[src/design/bus_pkg.sv]
/*
 * Native memory bus types of the RISC-V core
 * Packed forward and return channels plus the responder FSM and access kinds
 */

package bus_pkg;

    // ------------------------------
    // Bus channels
    // ------------------------------

    // Master to slave, 69 bits
    typedef struct packed {
        logic        valid;  // Held until ready
        logic [31:0] addr;   // Byte address
        logic [31:0] wdata;  // Write data
        logic [3:0]  wstrb;  // Byte enables, all zero on a read
    } mem_fwd_t;

    // Slave to master, 33 bits
    typedef struct packed {
        logic        ready;  // One-cycle acknowledge
        logic [31:0] rdata;  // Valid while ready is high
    } mem_ret_t;

    // ------------------------------
    // Responder types
    // ------------------------------

    typedef enum logic {
        SFR_IDLE,  // Waiting for a valid that hits
        SFR_ACK    // Ready cycle
    } sfr_state_e;

    // Write when any wstrb bit is set
    typedef enum logic {
        ACC_READ,
        ACC_WRITE
    } access_e;

endpackage

[src/design/delay_pkg.sv]
/*
 * Delay line definitions
 * Tap range, byte layout of the control register and its packed view
 */

package delay_pkg;

    // ------------------------------
    // Tap range
    // ------------------------------

    localparam int TAP_W   = 5;   // Tap value width
    localparam int MAX_TAP = 31;  // Largest tap, chain is MAX_TAP+1 deep

    // ------------------------------
    // Control register layout
    // ------------------------------

    localparam int SEL_W    = 8;   // Channel index width
    localparam int RSVD_W   = 32 - 1 - TAP_W - SEL_W;  // 18 reserved bits
    localparam int TAP_BYTE = 1;   // Byte lane that carries the tap field

    // Single register at word 0 of the window
    //   31    rdy, read only
    //   30:13 reserved, read as zero
    //   12:8  tap
    //   7:0   sel
    typedef struct packed {
        logic              rdy;       // Calibration done
        logic [RSVD_W-1:0] reserved;  // Zero on readback
        logic [TAP_W-1:0]  tap;       // Tap to load, or tap in use on readback
        logic [SEL_W-1:0]  sel;       // Channel index
    } ctrl_reg_t;

endpackage

[src/design/sfr_regs.sv]
/*
 * Special function register block
 * Decodes the address window, acknowledges each hit with a single ready cycle,
 * keeps N_REGS byte-writable words and pulses per-byte write strobes
 */

module sfr_regs #(
    parameter logic [7:0] BASE_ADDR  = 8'h00,
    parameter logic [7:0] BASE2_ADDR = 8'h00,
    parameter int         N_REGS     = 1
) (
    input  logic                    clk,
    input  logic                    rst,
    input  bus_pkg::mem_fwd_t       mem_fwd,
    output bus_pkg::mem_ret_t       mem_ret,
    output logic [N_REGS-1:0][31:0] regs_out,  // Stored register contents
    input  logic [N_REGS-1:0][31:0] regs_in,   // Readback words
    output logic [N_REGS-1:0][3:0]  wr_str     // Byte strobes, pulse in ACK cycle
);

    localparam int IDX_W = (N_REGS > 1) ? $clog2(N_REGS) : 1;

    bus_pkg::sfr_state_e     state_q;
    bus_pkg::access_e        acc_q;    // Kind of the access in flight
    logic [IDX_W-1:0]        idx_q;    // Word being acknowledged
    logic [3:0]              strb_q;   // Its byte enables
    logic                    held_q;   // Valid still held after an ACK
    logic [N_REGS-1:0][31:0] regs_q;
    logic                    hit;
    logic                    start;
    logic                    ack;
    logic [IDX_W-1:0]        idx_new;

    // ------------------------------
    // Address decode
    // ------------------------------

    assign hit = (mem_fwd.addr[31:24] == BASE_ADDR) &&
                 (mem_fwd.addr[23:16] == BASE2_ADDR) &&
                 (int'(mem_fwd.addr[15:2]) < N_REGS);

    assign idx_new = mem_fwd.addr[2 +: IDX_W];

    // A held valid must drop before it can open another access
    assign start = (state_q == bus_pkg::SFR_IDLE) && mem_fwd.valid && hit && !held_q;

    // ------------------------------
    // Responder FSM
    // ------------------------------

    always_ff @(posedge clk) begin
        if (rst) begin
            state_q <= bus_pkg::SFR_IDLE;
            acc_q   <= bus_pkg::ACC_READ;
            idx_q   <= '0;
            strb_q  <= '0;
            held_q  <= 1'b0;
        end else begin
            case (state_q)
                bus_pkg::SFR_IDLE: begin
                    if (start) begin
                        state_q <= bus_pkg::SFR_ACK;
                        idx_q   <= idx_new;
                        strb_q  <= mem_fwd.wstrb;
                        acc_q   <= (|mem_fwd.wstrb) ? bus_pkg::ACC_WRITE : bus_pkg::ACC_READ;
                    end
                end
                bus_pkg::SFR_ACK: state_q <= bus_pkg::SFR_IDLE;  // Always a single cycle
                default:          state_q <= bus_pkg::SFR_IDLE;
            endcase
            if (state_q == bus_pkg::SFR_ACK)
                held_q <= mem_fwd.valid;  // Master did not let go yet
            else if (!mem_fwd.valid)
                held_q <= 1'b0;           // Rearm once valid is low
        end
    end

    // Write data lands on the edge that enters ACK, so the strobe cycle
    // already sees the new contents
    always_ff @(posedge clk) begin
        if (rst) begin
            regs_q <= '0;
        end else if (start) begin
            for (int b = 0; b < 4; b++) begin
                if (mem_fwd.wstrb[b])
                    regs_q[idx_new][8*b +: 8] <= mem_fwd.wdata[8*b +: 8];
            end
        end
    end

    assign regs_out = regs_q;
    assign ack      = (state_q == bus_pkg::SFR_ACK);

    // ------------------------------
    // Return channel and strobes
    // ------------------------------

    always_comb begin
        wr_str        = '0;
        mem_ret.ready = ack;
        mem_ret.rdata = '0;                 // Zero outside the ACK cycle
        if (ack) begin
            mem_ret.rdata = regs_in[idx_q];
            if (acc_q == bus_pkg::ACC_WRITE)
                wr_str[idx_q] = strb_q;
        end
    end

    // Acknowledge is a pulse, never a level
    a_ready_pulse: assert property (@(posedge clk) disable iff (rst)
        mem_ret.ready |=> !mem_ret.ready);

    // Strobes only inside an acknowledged access
    a_str_in_ack: assert property (@(posedge clk) disable iff (rst)
        (|wr_str) |-> mem_ret.ready);

endmodule

[src/design/tap_delay_line.sv]
/*
 * Single delay channel
 * Input runs through MAX_TAP+1 sample stages, the tap register picks the
 * stage, the output stays low until enable is raised
 */

module tap_delay_line (
    input  logic                      clk,
    input  logic                      rst,
    input  logic                      in,       // Undelayed input bit
    input  logic                      load,     // Take tap_in on the next edge
    input  logic [delay_pkg::TAP_W-1:0] tap_in,
    output logic [delay_pkg::TAP_W-1:0] tap_mon, // Tap in use
    input  logic                      enable,   // Calibration done
    output logic                      out_del
);

    logic [delay_pkg::MAX_TAP:0]   chain_q;  // Stage k holds in from k+1 edges ago
    logic [delay_pkg::TAP_W-1:0]   tap_q;

    // ------------------------------
    // Sample chain
    // ------------------------------

    // Pure data path, filled long before enable rises
    always_ff @(posedge clk) begin
        chain_q <= {chain_q[delay_pkg::MAX_TAP-1:0], in};
    end

    // ------------------------------
    // Tap register
    // ------------------------------

    always_ff @(posedge clk) begin
        if (rst)
            tap_q <= '0;          // Tap 0 after reset
        else if (load)
            tap_q <= tap_in;
    end

    assign tap_mon = tap_q;

    // Stage select, gated by calibration
    assign out_del = enable ? chain_q[tap_q] : 1'b0;

    // The bank must not issue loads while reset is held
    a_no_load_in_rst: assert property (@(posedge clk)
        rst |-> !load);

endmodule

[src/design/delay_calib.sv]
/*
 * Calibration ready model
 * Counts clock edges after reset and reports the delay lines as ready
 */

module delay_calib #(
    parameter int CALIB_CYCLES = 20
) (
    input  logic clk,
    input  logic rst,
    output logic rdy
);

    localparam int CNT_W = (CALIB_CYCLES > 0) ? $clog2(CALIB_CYCLES + 1) : 1;

    logic [CNT_W-1:0] cnt_q;

    // Saturating count of edges since reset release
    always_ff @(posedge clk) begin
        if (rst)
            cnt_q <= '0;
        else if (!rdy)
            cnt_q <= cnt_q + 1'b1;  // Stops at CALIB_CYCLES
    end

    assign rdy = (cnt_q == CNT_W'(CALIB_CYCLES));

    // Ready is sticky until the next reset
    a_rdy_sticky: assert property (@(posedge clk) disable iff (rst)
        rdy |=> rdy);

endmodule

[src/design/delay_bank.sv]
/*
 * Bus-controlled bank of delay channels
 * One control register selects a channel, loads its tap and reads back the
 * tap in use together with the calibration flag
 */

module delay_bank #(
    parameter logic [7:0] BASE_ADDR  = 8'h00,
    parameter logic [7:0] BASE2_ADDR = 8'h00,
    parameter int         SIZE       = 1      // 1 to 255 channels
) (
    input  logic              clk,
    input  logic              rst,
    input  bus_pkg::mem_fwd_t mem_fwd,
    output bus_pkg::mem_ret_t mem_ret,
    input  logic              rdy,      // From the calibration stage
    input  logic [SIZE-1:0]   in,
    output logic [SIZE-1:0]   out_del
);

    logic [0:0][31:0]                   regs_out;
    logic [0:0][31:0]                   regs_in;
    logic [0:0][3:0]                    wr_str;
    delay_pkg::ctrl_reg_t               ctrl;     // Stored register view
    delay_pkg::ctrl_reg_t               rd_word;  // Readback view
    logic                               tap_wr;   // Tap byte written
    logic [SIZE-1:0]                    load;     // One-hot channel load
    logic [SIZE-1:0][delay_pkg::TAP_W-1:0] tap_mon;
    logic [delay_pkg::TAP_W-1:0]        rd_tap;

    sfr_regs #(
        .BASE_ADDR  (BASE_ADDR),
        .BASE2_ADDR (BASE2_ADDR),
        .N_REGS     (1)
    ) u_sfr (
        .clk      (clk),
        .rst      (rst),
        .mem_fwd  (mem_fwd),
        .mem_ret  (mem_ret),
        .regs_out (regs_out),
        .regs_in  (regs_in),
        .wr_str   (wr_str)
    );

    // ------------------------------
    // Load decode
    // ------------------------------

    assign ctrl   = delay_pkg::ctrl_reg_t'(regs_out[0]);
    assign tap_wr = wr_str[0][delay_pkg::TAP_BYTE];  // Byte 1 holds the tap

    // Sel beyond the bank matches no channel
    always_comb begin
        for (int i = 0; i < SIZE; i++)
            load[i] = tap_wr && (ctrl.sel == delay_pkg::SEL_W'(i));
    end

    // ------------------------------
    // Readback
    // ------------------------------

    always_comb begin
        rd_tap = '0;                  // Out-of-range sel reads tap 0
        for (int i = 0; i < SIZE; i++) begin
            if (ctrl.sel == delay_pkg::SEL_W'(i))
                rd_tap = tap_mon[i];
        end
        rd_word          = '0;
        rd_word.rdy      = rdy;
        rd_word.tap      = rd_tap;
        rd_word.sel      = ctrl.sel;  // Echo of the stored index
    end

    assign regs_in[0] = rd_word;

    // ------------------------------
    // Channels
    // ------------------------------

    for (genvar i = 0; i < SIZE; i++) begin : g_ch
        tap_delay_line u_line (
            .clk     (clk),
            .rst     (rst),
            .in      (in[i]),
            .load    (load[i]),
            .tap_in  (ctrl.tap),
            .tap_mon (tap_mon[i]),
            .enable  (rdy),
            .out_del (out_del[i])
        );
    end

    // A write reaches at most one channel
    a_load_onehot: assert property (@(posedge clk) disable iff (rst)
        $onehot0(load));

endmodule

[src/design/delay_ctrl_top.sv]
/*
 * Delay controller top level
 * Calibration stage gating a bus-controlled bank of delay channels
 */

module delay_ctrl_top #(
    parameter logic [7:0] BASE_ADDR    = 8'h00,
    parameter logic [7:0] BASE2_ADDR   = 8'h00,
    parameter int         SIZE         = 1,   // Channel count
    parameter int         CALIB_CYCLES = 20   // Edges from reset release to ready
) (
    input  logic              clk,
    input  logic              rst,
    input  bus_pkg::mem_fwd_t mem_fwd,
    output bus_pkg::mem_ret_t mem_ret,
    input  logic [SIZE-1:0]   in,
    output logic [SIZE-1:0]   out_del
);

    logic rdy;  // Delay lines calibrated

    delay_calib #(
        .CALIB_CYCLES (CALIB_CYCLES)
    ) u_calib (
        .clk (clk),
        .rst (rst),
        .rdy (rdy)
    );

    delay_bank #(
        .BASE_ADDR  (BASE_ADDR),
        .BASE2_ADDR (BASE2_ADDR),
        .SIZE       (SIZE)
    ) u_bank (
        .clk     (clk),
        .rst     (rst),
        .mem_fwd (mem_fwd),
        .mem_ret (mem_ret),
        .rdy     (rdy),
        .in      (in),
        .out_del (out_del)
    );

endmodule

[config.mk]
export PLATFORM = sky130hd
export DESIGN_NAME = delay_ctrl_top
export DESIGN_NICKNAME = d
export VERILOG_FILES = /design/src/design/bus_pkg.sv /design/src/design/delay_pkg.sv /design/src/design/sfr_regs.sv /design/src/design/tap_delay_line.sv /design/src/design/delay_calib.sv /design/src/design/delay_bank.sv /design/src/design/delay_ctrl_top.sv
export SDC_FILE = /design/constraint.sdc
export NUM_CORES = 1
export LEC_CHECK = 0
export ABC_AREA = 1
export BUFFER_PORTS_ARGS = -buffer_cell sky130_fd_sc_hd__buf_2
export CORE_MARGIN = 2
export CORE_UTILIZATION = 45
export CTS_CLUSTER_DIAMETER = 60
export DETAILED_ROUTE_END_ITERATION = 10
export PLACE_DENSITY = 0.72
export SETUP_SLACK_MARGIN = 0.4
export SLEW_MARGIN = 0
export SYNTH_ARGS = -nofsm -noshare
export SYNTH_HDL_FRONTEND = slang
export SYNTH_HIERARCHICAL = 1
export SYNTH_SLANG_ARGS = --single-unit
[constraint.sdc]
create_clock -name clk -period 1.55 [get_ports clk]
set_input_delay 0.465 -clock clk [delete_from_list [all_inputs] [get_ports clk]]
set_output_delay 0.465 -clock clk [all_outputs]
set_load 0.005 [all_outputs]
==> results of run 1 <==
## through the flow
stage	util [%]	hold slack, ns	worst slack (ns)	setup TNS (ns)
final	67.4	0.227	-0.548	-1.76
after global routing	67.4	0.221	-0.655	-3.99
after CTS	64.1	0.219	-0.521	-1.78
after detailed placement	55.3	0.337	-0.197	-0.829
after global placement	55.3	0.336	-0.195	-0.620
after floorplan	-	0.331	0.0203	0
## worst min path at each step
stage	end	slack, ns	start	cells after the start
6_report	u_bank/g_ch[0].u_line/chain_q[0]	0.23	in	1
2_1_floorplan	u_bank/g_ch[0].u_line/chain_q[10]	0.33	u_bank/g_ch[0].u_line/chain_q[9]	0
5_1_grt	u_bank/g_ch[0].u_line/chain_q[0]	0.22	in	1
3_3_place_gp	u_bank/g_ch[0].u_line/chain_q[2]	0.34	u_bank/g_ch[0].u_line/chain_q[1]	0
3_5_place_dp	u_bank/g_ch[0].u_line/chain_q[2]	0.34	u_bank/g_ch[0].u_line/chain_q[1]	0
4_1_cts	u_bank/g_ch[0].u_line/chain_q[0]	0.22	in	1
## sequential cells by signal (all words and copies together) (netlist names)
signal / cells
u_bank/g_ch.u_line/chain_q: 32
u_bank/u_sfr/regs_out: 13
u_bank/g_ch.u_line/tap_mon: 5
u_calib/cnt_q: 5
u_bank/u_sfr/acc_q: 1
u_bank/u_sfr/ack: 1
u_bank/u_sfr/held_q: 1
u_bank/u_sfr/idx_q: 1
u_bank/u_sfr/strb_q: 1
## layout make-up
type | instances | area, µm²
multi-input cells | 286 | 1580
fillers | 495 | 2080
clock inverters | 5 | 53.8
well taps | 77 | 96.3
clock buffers | 10 | 128
repair buffers | 103 | 820
inverters | 97 | 388
flip-flops and latches | 60 | 1220
repair inverters | 2 | 15.0
## critical path, stage by stage, from the launching register on
cell,delay [ns]
dfxtp_2,0.36
buf_12,0.16
buf_6,0.11
nand2_1,0.04
nand3_1,0.07
nand2_1,0.06
nand2_1,0.06
nand2_1,0.05
nor2_1,0.10
nor2_1,0.06
nor2_1,0.10
buf_2,0.13
## power by group through the flow
| stage | Combinational [mW] | Sequential [mW] | Clock, mW |
|---|---|---|---|
| after floorplan | 0.107 | 1.65 | 0 |
| after global placement | 0.193 | 1.66 | 0 |
| after detailed placement | 0.200 | 1.66 | 0 |
| after CTS | 0.219 | 1.62 | 1.33 |
| after global routing | 0.270 | 1.63 | 1.40 |
| final | 0.235 | 1.62 | 1.31 |
## timing repair
action | 4_1_cts | 5_1_grt
pin swaps | 18 | 30
setup buffers | 14 | 4
setup endpoints to repair | 37 | 42
gates resized for setup | 46 | 59
cloned | 6 | 0
endpoints found under the hold margin | 0 | 0
## layer usage
| metal | GRT usage (%) | vias to the layer above | routed length [µm] |
|---|---|---|---|
| met2 | 37.8 | 98 | 3950 |
| met1 | 24.9 | 1341 | 3150 |
| met4 | 9.09 | 0 | 204 |
| li1 | - | 1533 | - |
| met5 | 0 | - | 0 |
| met3 | 4.62 | 22 | 429 |
## cells in the final DEF, fill, tap and decap left out, drive strengths merged, types with 7 or more instances in the layout
cell type / n
nand4: 14
nor2: 70
dfxtp: 60
nand2: 130
inv: 98
conb: 18
nor3: 7
nand3: 29
clkbuf: 10
buf: 102
==> flow_metrics.tcl, run 1 <==
set metrics [dict create \
    die_w_um 85.6 \
    cp-endpoint "out_del" \
    power.net_switching_mw 0.734 \
    cts-root-buf "clkbuf_8" \
    final_area_um2 4300 \
    finalPower_mw 3.17 \
    vias 2994 \
    cts_tree "built" \
    hold_viol 0 \
    path_class "register to output pin" \
    failed_checks "setup timing" \
    core.rowCount 29 \
    rr_worst_depth 11 \
    clk_pin_slew_worst_paths_ns 0.06 \
    n_antenna_cell 0 \
    ys.warnings.count 6 \
    num_io_pins 106 \
    min_period_ns 2.10 \
    switching_share_pct 23.2 \
    end_kind "output pin" \
    critPathLaunch "u_bank/g_ch[0].u_line/tap_mon[0]" \
    syn-instance-count 447 \
    finalCritPeriodShare_pct 135 \
    status "finished with violations" \
    detail_route.iter0.violations 107 \
    first_pass_iters 4 \
    hold_class "input port to register" \
    grt_max_degree 18 \
    antenna_found_initial 0 \
    syn_avg_cell_area_um2 6.70 \
    setup_violations 9 \
    cts-buffers-inserted 9 \
    port_buffers 66 \
    fin_cells 640 \
    combPwrFrac_pct 7.4 \
    cts_buffer_depth 2 \
    skew_ns 0.00829 \
    viasPerCell 4.68 \
    cp_max_fo 7 \
    dp_hpwl_um 4630 \
    drtAntennaViolNets 0 \
    power_frac_seq_pct 51.2 \
    htreeDepth 3 \
    routed_wl_um 7730 \
    r2r-start "u_bank/u_sfr/ack" \
    clkPwrFrac_pct 41.4 \
    core_area_um2 6390 \
    wl_per_cell_um 12.1 \
    synthToLayoutAreaGrowth_pct 43.6 \
    place_inst 601 \
    nNetsFinal 633 \
    cp.required_ns 1.08 \
    finalWeightedCongestion 0.831 \
    ir_drop_mv 0.424 \
    drv_cap 0 \
    critPathLaunchType "register" \
    clock_latency_ns 0.34 \
    worstPathArrival_ns 1.63 \
    die_y_um 85.6 \
    cts_sinks 60 \
    dpl-instance-area_um2 3530 \
    intPower_mw 2.43 \
    p_leak_nw 2.34 \
    netlist_area_um2 3000 \
    rsz0062_at_grt "yes" \
    start_util_pct 46.9 \
    maxSlewViolCount 0 \
    drc 0 \
    grt.total_usage_pct 21.4 \
    max_freq_mhz 477 \
    grt_pass1_wl_um 12500 \
    dieArea_um2 7330 \
    cts_hold_buf 0 \
    layout-drive-gt1-share_pct 40.0 \
    r2r_slack_ns -0.03 \
    power_density_nw_per_um2 736 \
    worst_slack_ns -0.548 \
    overflow 0 \
    reg2reg_to "u_bank/u_sfr/regs_out[4]" \
    first_global_vias 2890 \
]
Power figures use the tool's default switching activity.
==> run 2: changes to the inputs <==
--- a/config.mk
+++ b/config.mk
@@ -11,7 +11,7 @@
 export CORE_UTILIZATION = 45
 export CTS_CLUSTER_DIAMETER = 60
 export DETAILED_ROUTE_END_ITERATION = 10
-export PLACE_DENSITY = 0.72
+export PLACE_DENSITY = 0.7
 export SETUP_SLACK_MARGIN = 0.4
 export SLEW_MARGIN = 0
 export SYNTH_ARGS = -nofsm -noshare
==> constraint.sdc (replaced) <==
create_clock -name clk -period 2.55 [get_ports clk]
set_input_delay 0.765 -clock clk [delete_from_list [all_inputs] [get_ports clk]]
set_output_delay 0.765 -clock clk [all_outputs]
set_load 0.005 [all_outputs]
==> run 2 against run 1 <==
Against the previous run:
- core utilization decreased by 9.5 points
- the run now ends clean
- worst setup slack improved by 0.75 ns
- hold slack improved by 0.12 ns
- critical path depth unchanged
- clock power decreased by 35%
- non-clock buffer count decreased by 29
- clock skew decreased by 0.0027 ns
- sequential cell count unchanged
- die area unchanged
- via count decreased by 8.7%
- count of clock-buffer cells in the layout decreased by 1
- final cell count decreased by 4.5%
==> flow_metrics.tcl, run 2 (same netlist as run 1, synthesis figures left out) <==
set metrics [dict create \
    worst_slack_ns 0.199 \
    setup_violations 0 \
    first_pass_iters 4 \
    end_kind "output pin" \
    clk_pin_slew_worst_paths_ns 0.08 \
    layout-drive-gt1-share_pct 25.1 \
    fin_cells 611 \
    core_area_um2 6390 \
    num_io_pins 106 \
    hold_viol 0 \
    synthToLayoutAreaGrowth_pct 23.3 \
    grt_max_degree 25 \
    clock_latency_ns 0.34 \
    drv_cap 0 \
    whs_ns 0.345 \
    cpMostUsedCell "nand2_1" \
    hold_class "register to register" \
    r2r_slack_ns 0.79 \
    path_class "register to output pin" \
    wl_per_cell_um 10.1 \
    first_global_vias 2397 \
    htreeDepth 3 \
    port_buffers 66 \
    ir_drop_mv 0.301 \
    drc 0 \
    critPathLaunchType "register" \
    final_area_um2 3690 \
    grt.total_usage_pct 17.0 \
    core.rowCount 29 \
    die_y_um 85.6 \
    die_w_um 85.6 \
    nNetsFinal 603 \
    cts_sinks 60 \
    p_leak_nw 2.03 \
    n_antenna_cell 0 \
    cp_max_fo 10 \
    finalWeightedCongestion 0.833 \
    worstPathArrival_ns 1.59 \
    cp_slowest_cell "dfxtp_4" \
    status "complete, no violations" \
    place_inst 590 \
    critPathMaxStageDelay_ns 0.38 \
    vias 2735 \
    dpl-instance-area_um2 3360 \
    fin_setup_tns_ns 0 \
    mostFrequentLayoutCells "nand2_1, inv_1, buf_2" \
    cts-buffers-inserted 9 \
    largest_reg_flops 32 \
    maxSlewViolCount 0 \
    finalCritPeriodShare_pct 92.2 \
    top_register "u_bank/g_ch.u_line/chain_q" \
    routed_wl_um 6190 \
    final_common_cell "nand2_1" \
    dp_hpwl_um 4390 \
    overflow 0 \
    grt_pass1_wl_um 10000 \
    viasPerCell 4.48 \
    antenna_found_initial 0 \
    min_period_ns 2.35 \
    cts_tree "built" \
    cp.required_ns 1.79 \
    max_freq_mhz 425 \
    cts-root-buf "clkbuf_8" \
    path_cells "buf_12 > clkinv_8 > nand2_1 > nand3_1 > nand3_1 > nand2_1 > nand2_1 > nand2_1 > nor2_1 > nor2_1 > buf_2" \
    pre_cts_ws_ns 0.407 \
    rsz0062_at_grt "yes" \
    power_density_nw_per_um2 529 \
    skew_ns 0.00555 \
    start_util_pct 46.9 \
    dieArea_um2 7330 \
    cts_buffer_depth 2 \
    detail_route.iter0.violations 116 \
    drtAntennaViolNets 0 \
]
## run 2: cell count changes in the layout (fill, tap and decap cells not counted), moves of 5 or more
cell	previous run	this run
buf_2	60	66
buf_4	21	6
inv_2	15	4
nand2_4	10	3
nand2_2	24	6
nand2_1	96	121
inv_1	77	89
dfxtp_2	12	7
nor2_1	53	62
nor2_2	9	4
buf_6	13	0
dfxtp_1	46	51
## run 2: final cells by class
type | instances | area (µm²)
repair buffers | 74 | 420
multi-input cells | 286 | 1370
repair inverters | 1 | 8.76
clock inverters | 7 | 76.3
inverters | 97 | 379
flip-flops and latches | 60 | 1220
fillers | 609 | 2690
clock buffers | 9 | 124
well taps | 77 | 96.3
## run 2: worst paths after layout
| kind | from | to | cells past startpoint |
|---|---|---|---|
| worst max register to register | u_bank/u_sfr/ack | u_bank/g_ch[0].u_line/tap_mon[0] | 6 |
| worst max-delay path | u_bank/g_ch[0].u_line/tap_mon[0] | out_del | 11 |
| worst min-delay path | u_bank/g_ch[0].u_line/chain_q[14] | u_bank/g_ch[0].u_line/chain_q[15] | 0 |
| worst min register to register | u_bank/g_ch[0].u_line/chain_q[14] | u_bank/g_ch[0].u_line/chain_q[15] | 0 |
## run 2: what timing repair did
| item | 4_1_cts | 5_1_grt |
|---|---|---|
| hold buffers | 0 | 0 |
| pin swaps | 0 | 7 |
| setup endpoints to repair | 16 | 7 |
| gates resized for setup | 5 | 23 |
| setup buffers | 1 | 2 |
| cloned | 1 | 1 |
## run 2: power by group
group	switching, mW	leakage (nW)	internal (mW)
combinational	0.0602	1.43	0.0549
sequential	0.0188	0.501	0.967
clock	0.398	0.0958	0.455
total	0.477	2.03	1.48
## run 2: metal layers
metal  GRT usage [%]  wire [µm]  up-vias
met5               0          0        -
met4            8.08        115        0
met3            5.00        360        9
met2            27.3       2860       87
met1            21.0       2860     1165
li1                -          -     1474
## run 2: per-stage QoR
stage	power, mW	utilization [%]
after global placement	1.11	52.6
after detailed placement	1.12	52.6
after global routing	2.03	57.8
after CTS	1.96	56.2
final	1.95	57.8
after floorplan	1.06	-
## run 2: worst max-delay path: cells and delay by family, from the launching register on
family / cells / cell delay, ns
and+or+nand+nor: 8 / 0.52
DFF: 1 / 0.38
buffers and inverters: 3 / 0.35
